File: src/logic/mem_pkg.sv
// Shared types and constants for the data-memory subsystem.
// Holds the address and data widths, the command, request, response and
// result structs, the queue sizing and the stall LFSR settings.
// Modules import this package inside their bodies.

package mem_pkg;

   // Byte address and data word widths
   localparam int ADDR_W = 16;
   localparam int WORD_W = 32;

   // One byte per address across the whole address space
   localparam int MEM_BYTES = 2 ** ADDR_W;

   // Command queue sizing
   localparam int QUEUE_DEPTH = 4;
   localparam int QPTR_W      = $clog2(QUEUE_DEPTH);
   localparam int QCNT_W      = $clog2(QUEUE_DEPTH + 1);

   // Stall pattern generator
   // Shifts right with feedback into bit 31 from taps 31, 21, 1 and 0
   localparam int                LFSR_W    = 32;
   localparam logic [LFSR_W-1:0] LFSR_SEED = 32'h5262_9E0A;

   typedef logic [ADDR_W-1:0] addr_t;
   typedef logic [WORD_W-1:0] word_t;

   // Command as issued by the processor side
   typedef struct packed {
      logic  wr;
      addr_t addr;
      word_t wdata;
   } mem_cmd_t;

   // Request on the memory port, held until ready
   typedef struct packed {
      logic  enable;
      logic  wr;
      addr_t addr;
      word_t wdata;
   } mem_req_t;

   // Memory response, valid in the ready cycle
   typedef struct packed {
      logic  ready;
      logic  err;
      word_t rdata;
   } mem_rsp_t;

   // Finished access handed back to the processor side
   typedef struct packed {
      logic  err;
      word_t rdata;
   } mem_result_t;

   // Memory stage FSM
   typedef enum logic {
      IDLE,
      ACCESS
   } stage_state_t;

endpackage

File: src/logic/mem_stage.sv
// Memory stage between the command queue and the stalling memory.
// Pops one command, presents it on the memory port and keeps it there
// unchanged until the memory signals ready. The ready cycle is the access;
// its error flag and load data are registered and flagged by a done pulse.
// The next command can be popped in the cycle that done is high.

`timescale 1ns/10ps

module mem_stage (
   input  logic                 clk,
   input  logic                 rst,
   input  mem_pkg::mem_cmd_t    head,
   input  logic                 empty,
   output logic                 pop,
   output mem_pkg::mem_req_t    req,
   input  mem_pkg::mem_rsp_t    rsp,
   output logic                 done,
   output mem_pkg::mem_result_t result,
   output logic                 busy
);
   import mem_pkg::*;

   stage_state_t state;
   stage_state_t state_next;

   // Request register, held across stall cycles
   mem_cmd_t     cmd_q;

   // High in the one cycle where the memory takes the access
   logic         access_done;

   ////////////////////////////////////////////////////////////////////////////
   // FSM
   ////////////////////////////////////////////////////////////////////////////

   assign access_done = (state == ACCESS) && rsp.ready;

   // Take a new command whenever idle and one is waiting
   assign pop = (state == IDLE) && !empty;

   always_comb begin
      state_next = state;
      case (state)
         IDLE: begin
            if (!empty)
               state_next = ACCESS;
         end
         ACCESS: begin
            // Stay here through every stall cycle
            if (rsp.ready)
               state_next = IDLE;
         end
         default: state_next = IDLE;
      endcase
   end

   always_ff @(posedge clk) begin
      if (rst) begin
         state <= IDLE;
         done  <= 1'b0;
      end else begin
         state <= state_next;
         done  <= access_done;
      end
   end

   ////////////////////////////////////////////////////////////////////////////
   // Datapath
   ////////////////////////////////////////////////////////////////////////////

   always_ff @(posedge clk) begin
      // Latch the head at the pop edge
      if (pop)
         cmd_q <= head;
      // Capture the response on the access cycle
      if (access_done)
         result <= '{err: rsp.err, rdata: rsp.rdata};
   end

   // Enable comes from the state so it is clean right after reset
   assign req = '{
      enable: (state == ACCESS),
      wr:     cmd_q.wr,
      addr:   cmd_q.addr,
      wdata:  cmd_q.wdata
   };

   assign busy = (state == ACCESS);

   // A stalled request stays put until the memory takes it
   a_req_stable: assert property (@(posedge clk) disable iff (rst)
      (req.enable && !rsp.ready) |=> $stable(req));

endmodule

File: config.mk
export PLATFORM = sky130hd
export DESIGN_NAME = mem_stage
export DESIGN_NICKNAME = d
export VERILOG_FILES = /design/src/logic/mem_pkg.sv /design/src/logic/mem_stage.sv
export SDC_FILE = /design/constraint.sdc
export NUM_CORES = 1
export LEC_CHECK = 0
export ABC_AREA = 1
export BUFFER_PORTS_ARGS = -buffer_cell sky130_fd_sc_hd__buf_2
export CORE_UTILIZATION = 37
export DETAILED_ROUTE_END_ITERATION = 8
export GPL_TIMING_DRIVEN = 0
export PLACE_DENSITY_LB_ADDON = 0.15
export SLEW_MARGIN = 40
export SYNTH_ARGS = -nofsm -noshare
export SYNTH_HDL_FRONTEND = slang
export SYNTH_SLANG_ARGS = --single-unit
export TNS_END_PERCENT = 1
File: constraint.sdc
create_clock -name clk -period 3.5 [get_ports clk]
set_input_delay 0.7 -clock clk [delete_from_list [all_inputs] [get_ports clk]]
set_output_delay 0.7 -clock clk [all_outputs]
set_load 0.01 [all_outputs]
==> results.md <==
- Top_reg_cell synth: edfxtp_1
- Final Cycle Share: 63.6%
- I/O Pins: 172
- Reg2reg start: busy$_SDFF_PP0_
- Period minus WS final: 2230 ps
- Routed wire length: 5000 um
- Hold WC Path Type: in -> reg
- Number of distinct library cells after synthesis: 8
- Residual DRC: 0
- Crit path arrival time: 1530 ps
- Startpoint Class: input pin
- RR Endpoint: req[6]$_DFFE_PP_
- Hold buffers post-CTS: 0
- Antenna Cells: 0
- PnR Total Power: 2.04 mW
- Die X: 85.0 um
- Clock sinks: 84
- Critical Path RT: 2800 ps
- Hold_sp: rst
- Root buf cell: clkbuf_8
- Initial core utilization: 39.2%
- Slew HR: 56.0%
- Rows: 29
- Clock Power Share: 34.9%
- Worst setup margin: 1270 ps
- Largest net degree at the start of global routing: 34
- Reg2Reg Setup Slack: 2060 ps
- Clock skew: 6.57 ps
- Leakage power: 1.62 nW
- IO Port Bufs: 171
- Synthesized area per cell: 27.1 um^2
- Vias in the first global route: 1468
- Path depth of the worst reg2reg path: 2
- Post-synthesis async set-or-reset flop share: 0%
- Critical path endpoint category: output port
- Cts repair resizes: 0
- DRT Pass-1 Iters: 3
- Number of buffers created by CTS: 9
- Grt met2 use: 21.9%
- Post-Syn Instances: 94
- Result of the run: complete, no violations
- H-tree depth: 3
- Total core area: 6490 um^2
- Final Setup Violations: 0
- Setup CP Type: in -> out
- Met1 usage: 15.3%
- Clock buffer depth: 2
- Worst slew pin tran: 659 ps
- Placer Congestion: 0.647
- Final #Nets: 364
- Initial antenna violation count: 0
- Busiest grt layer: met2
- Register share of total power: 57.6%
- Clock-pin slew on the worst setup and hold paths: 80 ps
- Iter 0 DRT Violations: 66
- Layout cell share with drive strength beyond 1: 68.1%
- Layout area overhead: 46.9%
- Synth cell count leaders: edfxtp_1, inv_1, nor2_1
- Combinational share of power: 7.5%
- Clock Latency Late Sink: 340 ps
- Sw Ratio: 20.0%
- VDD IR-drop max: 0.269 mV
- Area contributors post-synth: edfxtp_1, dfxtp_1, inv_1
- Pint: 1.63 mW
- Pre-CTS setup slack: 1240 ps
- Total setup buffers inserted after CTS: 0
- First-pass GRT wire length: 7150 um
- Grt ovf: 0
- Min-Delay Endpoint: done$_SDFF_PP0_
- Number of synthesized flops with an enable pin: 82
- Wirelength per Cell: 13.9 um
- ANT nets after route: 0
- Vias: 1550
- Top cell type's share of synthesized area: 96.6%
- Fmax: 449 MHz
- P per Cell Area: 545 nW/um^2
- Final Hold Fails: 0
- Max cap viols: 0
- RSZ-0062 raised after global routing: false
- Cell taking the most area after synthesis: edfxtp_1
- Mapped Area: 2550 um^2
- Syn nets: 180
- Max Slew Vio Count: 0
- Post-synthesis sequential area ratio: 98.2%
- DIE HEIGHT: 85.0 um
- WHS Path Cells: 2
- M3 GR Usage: 6.23%
- Seq cells post-synth: 84
- Hold WS: 521 ps
- Die area: 7220 um^2
- DR vias/cell: 4.32
- CP max FO: 21
- Number of synthesis warnings: 0
- CTS tree: built
- Top-count cell post-synth: edfxtp_1
- Hpwl dp: 3800 um
- Psw: 0.408 mW
- Final Util: 57.6%
- Total Routing Usage GR: 13.9%
==> stage by stage <==
| stage | instance area (um^2) | setup TNS [ps] | std cells |
|---|---|---|---|
| 2_1_floorplan | 2550 | 0 | 94 |
| 3_3_place_gp | 3500 | -91.7 | 342 |
| 3_5_place_dp | 3540 | 0 | 344 |
| 4_1_cts | 3740 | 0 | 359 |
| 5_1_grt | 3740 | 0 | 359 |
| 6_report | 3740 | 0 | 359 |
==> layout make-up <==
| class | instances | area, um^2 |
|---|---|---|
| repair buffers | 173 | 886 |
| inverters | 3 | 11.3 |
| flip-flops and latches | 84 | 2500 |
| clock buffers | 10 | 128 |
| well taps | 77 | 96.3 |
| multi-input cells | 6 | 35.0 |
| fillers | 528 | 2750 |
| plain buffers | 1 | 7.51 |
| clock inverters | 5 | 77.6 |
==> metal layers <==
metal  routed length (um)  up-vias
met5                    0        -
met4                  115        0
met3                  572       10
met2                 2380      111
met1                 1940      698
li1                     -      731
==> registers in the layout (all words and copies together) (netlist names) <==
signal  count
req        49
done        1
busy        1
result     33
==> cells in the final DEF, fill, tap and decap left out <==
master / instances
clkinvlp_4: 1
nand2_1: 1
dfxtp_1: 2
edfxtp_1: 82
bufinv_16: 2
buf_4: 1
nor2_2: 1
nor2_1: 2
clkinv_2: 2
nor2_4: 1
buf_2: 171
nand2_2: 1
buf_8: 2
clkbuf_8: 9
inv_2: 1
inv_1: 2
clkbuf_1: 1
==> power by group through the flow <==
stage | registers (mW) | logic (mW) | clock network (mW)
6_report | 1.18 | 0.153 | 0.712
5_1_grt | 1.18 | 0.166 | 0.771
4_1_cts | 1.18 | 0.156 | 0.735
3_5_place_dp | 1.20 | 0.156 | 0
3_3_place_gp | 1.20 | 0.147 | 0
2_1_floorplan | 1.23 | 0.0221 | 0
==> kinds of logic (layout without fill, tap and decap cells) <==
family | count (synthesis) | after routing | synth area share, %
buffers and inverters | 4 | 192 | 0.736
flip-flops | 84 | 84 | 98.2
AND/OR/NAND/NOR | 6 | 6 | 1.08
==> worst max path at each step <==
stage,depth (start not counted),start,to
global route,3,empty,pop
CTS,3,empty,pop
floorplan,1,empty,pop
global placement,3,empty,pop
detailed placement,3,empty,pop
finish,3,empty,pop
==> worst max-delay path, cell delays in order <==
cell and delay [ps]:
buf_2 120, nor2_4 470, buf_2 240
Power figures use the tool's default switching activity.
