==> src/logic/mem_pkg.sv <==
// Shared types and constants for the data-memory subsystem.
// Holds the address and data widths, the command, request, response and
// result structs, the queue sizing and the stall LFSR settings.
// Modules import this package inside their bodies.

package mem_pkg;

   // Byte address and data word widths
   localparam int ADDR_W = 16;
   localparam int WORD_W = 32;

   // One byte per address across the whole address space
   localparam int MEM_BYTES = 2 ** ADDR_W;

   // Command queue sizing
   localparam int QUEUE_DEPTH = 4;
   localparam int QPTR_W      = $clog2(QUEUE_DEPTH);
   localparam int QCNT_W      = $clog2(QUEUE_DEPTH + 1);

   // Stall pattern generator
   // Shifts right with feedback into bit 31 from taps 31, 21, 1 and 0
   localparam int                LFSR_W    = 32;
   localparam logic [LFSR_W-1:0] LFSR_SEED = 32'h5262_9E0A;

   typedef logic [ADDR_W-1:0] addr_t;
   typedef logic [WORD_W-1:0] word_t;

   // Command as issued by the processor side
   typedef struct packed {
      logic  wr;
      addr_t addr;
      word_t wdata;
   } mem_cmd_t;

   // Request on the memory port, held until ready
   typedef struct packed {
      logic  enable;
      logic  wr;
      addr_t addr;
      word_t wdata;
   } mem_req_t;

   // Memory response, valid in the ready cycle
   typedef struct packed {
      logic  ready;
      logic  err;
      word_t rdata;
   } mem_rsp_t;

   // Finished access handed back to the processor side
   typedef struct packed {
      logic  err;
      word_t rdata;
   } mem_result_t;

   // Memory stage FSM
   typedef enum logic {
      IDLE,
      ACCESS
   } stage_state_t;

endpackage

==> src/logic/cmd_queue.sv <==
// Command FIFO between the processor side and the memory stage.
// A push strobe writes one command; the oldest entry is always shown at head
// while empty is low. Pop and push may fall in the same cycle.
// A push while full is dropped.

`timescale 1ns/10ps

module cmd_queue (
   input  logic              clk,
   input  logic              rst,
   input  logic              cmd_push,
   input  mem_pkg::mem_cmd_t cmd,
   output logic              full,
   input  logic              pop,
   output mem_pkg::mem_cmd_t head,
   output logic              empty
);
   import mem_pkg::*;

   // Entry storage
   mem_cmd_t          entry [QUEUE_DEPTH];

   logic [QPTR_W-1:0] wr_ptr;
   logic [QPTR_W-1:0] rd_ptr;
   logic [QCNT_W-1:0] count;
   logic              push_ok;
   logic              pop_ok;

   // Wrap at the last entry so any depth works
   function automatic logic [QPTR_W-1:0] ptr_inc(input logic [QPTR_W-1:0] ptr);
      logic [QPTR_W-1:0] last;
      last = QPTR_W'(QUEUE_DEPTH - 1);
      return (ptr == last) ? '0 : ptr + 1'b1;
   endfunction

   // Drop illegal requests at the boundary
   assign push_ok = cmd_push && !full;
   assign pop_ok  = pop && !empty;

   assign full  = (count == QCNT_W'(QUEUE_DEPTH));
   assign empty = (count == '0);
   assign head  = entry[rd_ptr];

   ////////////////////////////////////////////////////////////////////////////
   // Pointers and occupancy
   ////////////////////////////////////////////////////////////////////////////

   always_ff @(posedge clk) begin
      if (rst) begin
         wr_ptr <= '0;
         rd_ptr <= '0;
         count  <= '0;
      end else begin
         if (push_ok)
            wr_ptr <= ptr_inc(wr_ptr);
         if (pop_ok)
            rd_ptr <= ptr_inc(rd_ptr);
         // Simultaneous push and pop keeps the count
         case ({push_ok, pop_ok})
            2'b10:   count <= count + 1'b1;
            2'b01:   count <= count - 1'b1;
            default: count <= count;
         endcase
      end
   end

   // Payload write
   always_ff @(posedge clk) begin
      if (push_ok)
         entry[wr_ptr] <= cmd;
   end

   // Processor side must honor full
   a_no_push_full: assert property (@(posedge clk) disable iff (rst)
      full |-> !cmd_push);

   // Memory stage only pops a valid head
   a_no_pop_empty: assert property (@(posedge clk) disable iff (rst)
      empty |-> !pop);

endmodule

==> config.mk <==
export PLATFORM = sky130hd
export DESIGN_NAME = cmd_queue
export DESIGN_NICKNAME = d
export VERILOG_FILES = /design/src/logic/mem_pkg.sv /design/src/logic/cmd_queue.sv
export SDC_FILE = /design/constraint.sdc
export NUM_CORES = 1
export LEC_CHECK = 0
export BUFFER_PORTS_ARGS = -buffer_cell sky130_fd_sc_hd__buf_2
export CAP_MARGIN = 25
export CELL_PAD_IN_SITES_DETAIL_PLACEMENT = 0
export CELL_PAD_IN_SITES_GLOBAL_PLACEMENT = 1
export CORE_UTILIZATION = 45
export DETAILED_ROUTE_END_ITERATION = 8
export PLACE_DENSITY_LB_ADDON = 0.1
export SLEW_MARGIN = 15
export SYNTH_ARGS = -nofsm -noshare
export SYNTH_HDL_FRONTEND = slang
export SYNTH_SLANG_ARGS = --single-unit
==> constraint.sdc <==
create_clock -name clk -period 2.2 [get_ports clk]
set_input_delay 0.22 -clock clk [delete_from_list [all_inputs] [get_ports clk]]
set_output_delay 0.22 -clock clk [all_outputs]
set_load 0.01 [all_outputs]
==> reports/qor.yml <==
die:
  start_util_pct: 45.8
  fp.dieW_um: 132
  rows: 47
  design.core.area_um2: 16500
  ios: 104
  die_h_um: 132
  die_area_um2: 17300
worst_setup_path:
  cpPeakStageDelay_ns: 0.40
  worstReg2RegEnd: "count[2]$_SDFFE_PP0P_"
  critPathTopFamily: "simple AND/OR/NAND/NOR gates"
  cp.required_ns: 2.62
  end_kind: "flip-flop"
  critical_path.slowest_cell: "or3b_4"
  crit_type: "flip-flop to flip-flop"
  reg2reg_depth: 9
  path_common_cell: "inv_2"
  rrSetupSlack_ns: 0.06
  r2r-start: "count[0]$_SDFFE_PP0P_"
  critPathMaxFanout: 4
  critPathArrivalTime_ns: 2.56
  crit_buf_inv: 2
  path_cells: "or3b_4 -> and2_4 -> inv_2 -> ha_4 -> inv_2 -> fa_2 -> xor2_2 -> or3_4 -> a21oi_2"
  cp-start-kind: "flip-flop"
synth:
  synth_top_area_share_pct: 77.8
  synth-seq-cells: 205
  ys_seq_area_share_pct: 80.2
  synthCells: 310
  synthTopCellsByArea: "edfxtp_1 78%, mux4_2 15%, dfxtp_1 2.4%"
  netlist_area_um2: 7570
  syn_nets: 370
  yosysWarningCount: 0
  syn_avg_cell_area_um2: 24.4
  yosysTopAreaCell: "edfxtp_1"
  synth_cell_types: 27
placement:
  port_buffers: 103
  dpl.hpwl_um: 7810
  gp_congestion: 0.690
  place_inst: 635
route:
  drc: 0
  vias: 3682
  ant_nets: 0
  viasPerCell: 5.06
  drtPass1Iterations: 4
  drt_wl_total_um: 13400
  drtIter0Drc: 169
  wl_per_cell_um: 18.4
layout:
  diodes: 0
  area_delta_synth_final_pct: 27.8
  final_cells: 728
  fin_nets: 554
  layout-drive-gt1-share_pct: 43.7
clocking:
  clkLatencyLatePin_ns: 0.48
  cts_sinks: 205
  cts_tree: "done"
  cts_buffer_depth: 3
  clockRootBuffer: "clkbuf_16"
  htreeDepth: 1
  path_clk_slew_ns: 0.06
  cts_buffers: 21
grt:
  grt_usage_pct: 15.9
  globalRouteOverflowTotal: 0
  grt_pass1_vias: 3925
  grt_max_degree: 31
  antenna_found_initial: 0
  grt_pass1_wl_um: 20900
min_path:
  whs_endpoint: "wr_ptr[0]$_SDFFE_PP0P_"
  hp-class: "input port to flip-flop"
  worstHoldPathCells: 3
  holdCritStartpoint: "cmd_push"
pwr:
  clkPwrFrac_pct: 32.4
  power.internal_uw: 7920
  switchingPower_uw: 2600
  switching_share_pct: 24.7
  combinationalPowerShare_pct: 21.8
  seqPwrFrac_pct: 45.8
  power_leakage_uw: 0.00336
  p_per_area_nw_per_um2: 1090
  peakVddDrop_mv: 0.613
timing:
  relSlewSlack_pct: 67.9
  hold-worst-slack_ns: 0.0541
  final_hold_viol_count: 0
  tightest_slew_ns: 0.482
  min_period_over_period_pct: 97.2
  setup_violations: 0
  fmax_ghz: 0.467
  slew_viol_final: 0
  skew_ns: 0.0122
  final.min_clock_period_ns: 2.14
flow_run:
  drv_cap: 0
run_status:
  outcome: "completed"
synthesized netlist by cell type:
| library cell | count |
|---|---|
| inv_1 | 8 |
| xor2_1 | 2 |
| nor3_1 | 2 |
| or3_2 | 1 |
| nand2_1 | 1 |
| and2_4 | 1 |
| buf_6 | 4 |
| a21o_1 | 1 |
| nand3_1 | 2 |
| o31ai_2 | 1 |
| o31ai_1 | 1 |
| buf_1 | 3 |
| dfxtp_1 | 9 |
| edfxtp_1 | 196 |
| nor2_1 | 4 |
| buf_4 | 3 |
| fa_1 | 1 |
| or3_1 | 1 |
| and3_2 | 4 |
| a21oi_1 | 4 |
| buf_2 | 2 |
| ha_1 | 6 |
| clkbuf_1 | 1 |
| or3b_1 | 1 |
| mux2i_1 | 1 |
| mux4_2 | 49 |
| o21ai_0 | 1 |
worst max path at each step:
stage          depth (start not counted)                     to  slack, ns             startpoint
2_1_floorplan                         10  count[2]$_SDFFE_PP0P_       0.03  count[0]$_SDFFE_PP0P_
3_3_place_gp                           9  count[2]$_SDFFE_PP0P_       0.09  count[0]$_SDFFE_PP0P_
3_5_place_dp                           9  count[2]$_SDFFE_PP0P_       0.06  count[0]$_SDFFE_PP0P_
4_1_cts                                9  count[2]$_SDFFE_PP0P_       0.04  count[0]$_SDFFE_PP0P_
5_1_grt                                9  count[2]$_SDFFE_PP0P_     -0.008  count[0]$_SDFFE_PP0P_
6_report                               9  count[2]$_SDFFE_PP0P_       0.06  count[0]$_SDFFE_PP0P_
cell families after synthesis:
logic type | Yosys count | synth area share [%]
buf+inv | 21 | 1.62
simple gates | 17 | 1.32
xor+xnor | 2 | 0.232
fa+ha+maj | 7 | 1.26
flops | 205 | 80.2
mux | 50 | 14.7
compound gates | 8 | 0.694
timing repair:
action,in CTS,in global routing
buffers inserted,3,3
resized for setup,0,4
pin swaps,0,1
hold endpoints to repair,197,0
endpoints found under the setup margin,23,1
hold buffers,50,0
final cells by class:
class	count	area, µm²
sequential	205	6080
multi-input combinational	84	1410
fill	1254	6860
clock buffer	27	568
timing repair buffer	174	1210
inverter	8	30.0
tap	220	275
clock inverter	10	97.6
routing by layer:
metal	up-vias	global-route usage (%)	wire (µm)
met5	-	0	0
met4	0	4.97	221
met3	19	3.67	723
met2	100	27.1	6850
met1	1892	20.2	5620
li1	1671	-	-
per-stage QoR:
stage                     setup TNS, ns  power (µW)  utilization (%)  instance area [µm²]  setup WS, ns
after floorplan                       0        6280                -                 7590        0.0252
after CTS                             0       10600             58.3                 9630        0.0374
after global placement                0        7080             51.1                 8440        0.0851
after global routing           -0.00850       11000             58.5                 9670      -0.00850
after detailed placement              0        7100             51.1                 8440        0.0558
final                                 0       10500             58.5                 9670        0.0607
worst min-delay path, stage by stage:
cell and delay [ns]:
buf_2 0.14, nand3_1 0.08, o31ai_2 0.06
cell usage in the layout, fill, tap and decap left out, types with 4 or more instances in the layout:
| cell | n |
|---|---|
| clkbuf_1 | 4 |
| buf_4 | 18 |
| buf_2 | 103 |
| and3_2 | 4 |
| inv_1 | 6 |
| edfxtp_1 | 196 |
| ha_1 | 5 |
| clkinv_2 | 6 |
| dlygate4sd3_1 | 50 |
| dfxtp_1 | 5 |
| mux4_2 | 49 |
| clkbuf_16 | 21 |
| nor2_1 | 4 |
power groups by stage:
stage / clock network (µW) / logic (µW) / registers [µW]
after floorplan: 0 / 1440 / 4840
after global placement: 0 / 2160 / 4920
after detailed placement: 0 / 2160 / 4940
after CTS: 3490 / 2310 / 4820
after global routing: 3630 / 2500 / 4850
final: 3410 / 2290 / 4820
state kept, by name, summed over array words and instances (netlist names), named ones only:
| name | count |
|---|---|
| count | 3 |
| entry | 196 |
| rd_ptr | 2 |
| wr_ptr | 2 |
(Power assumes the default switching activity.)
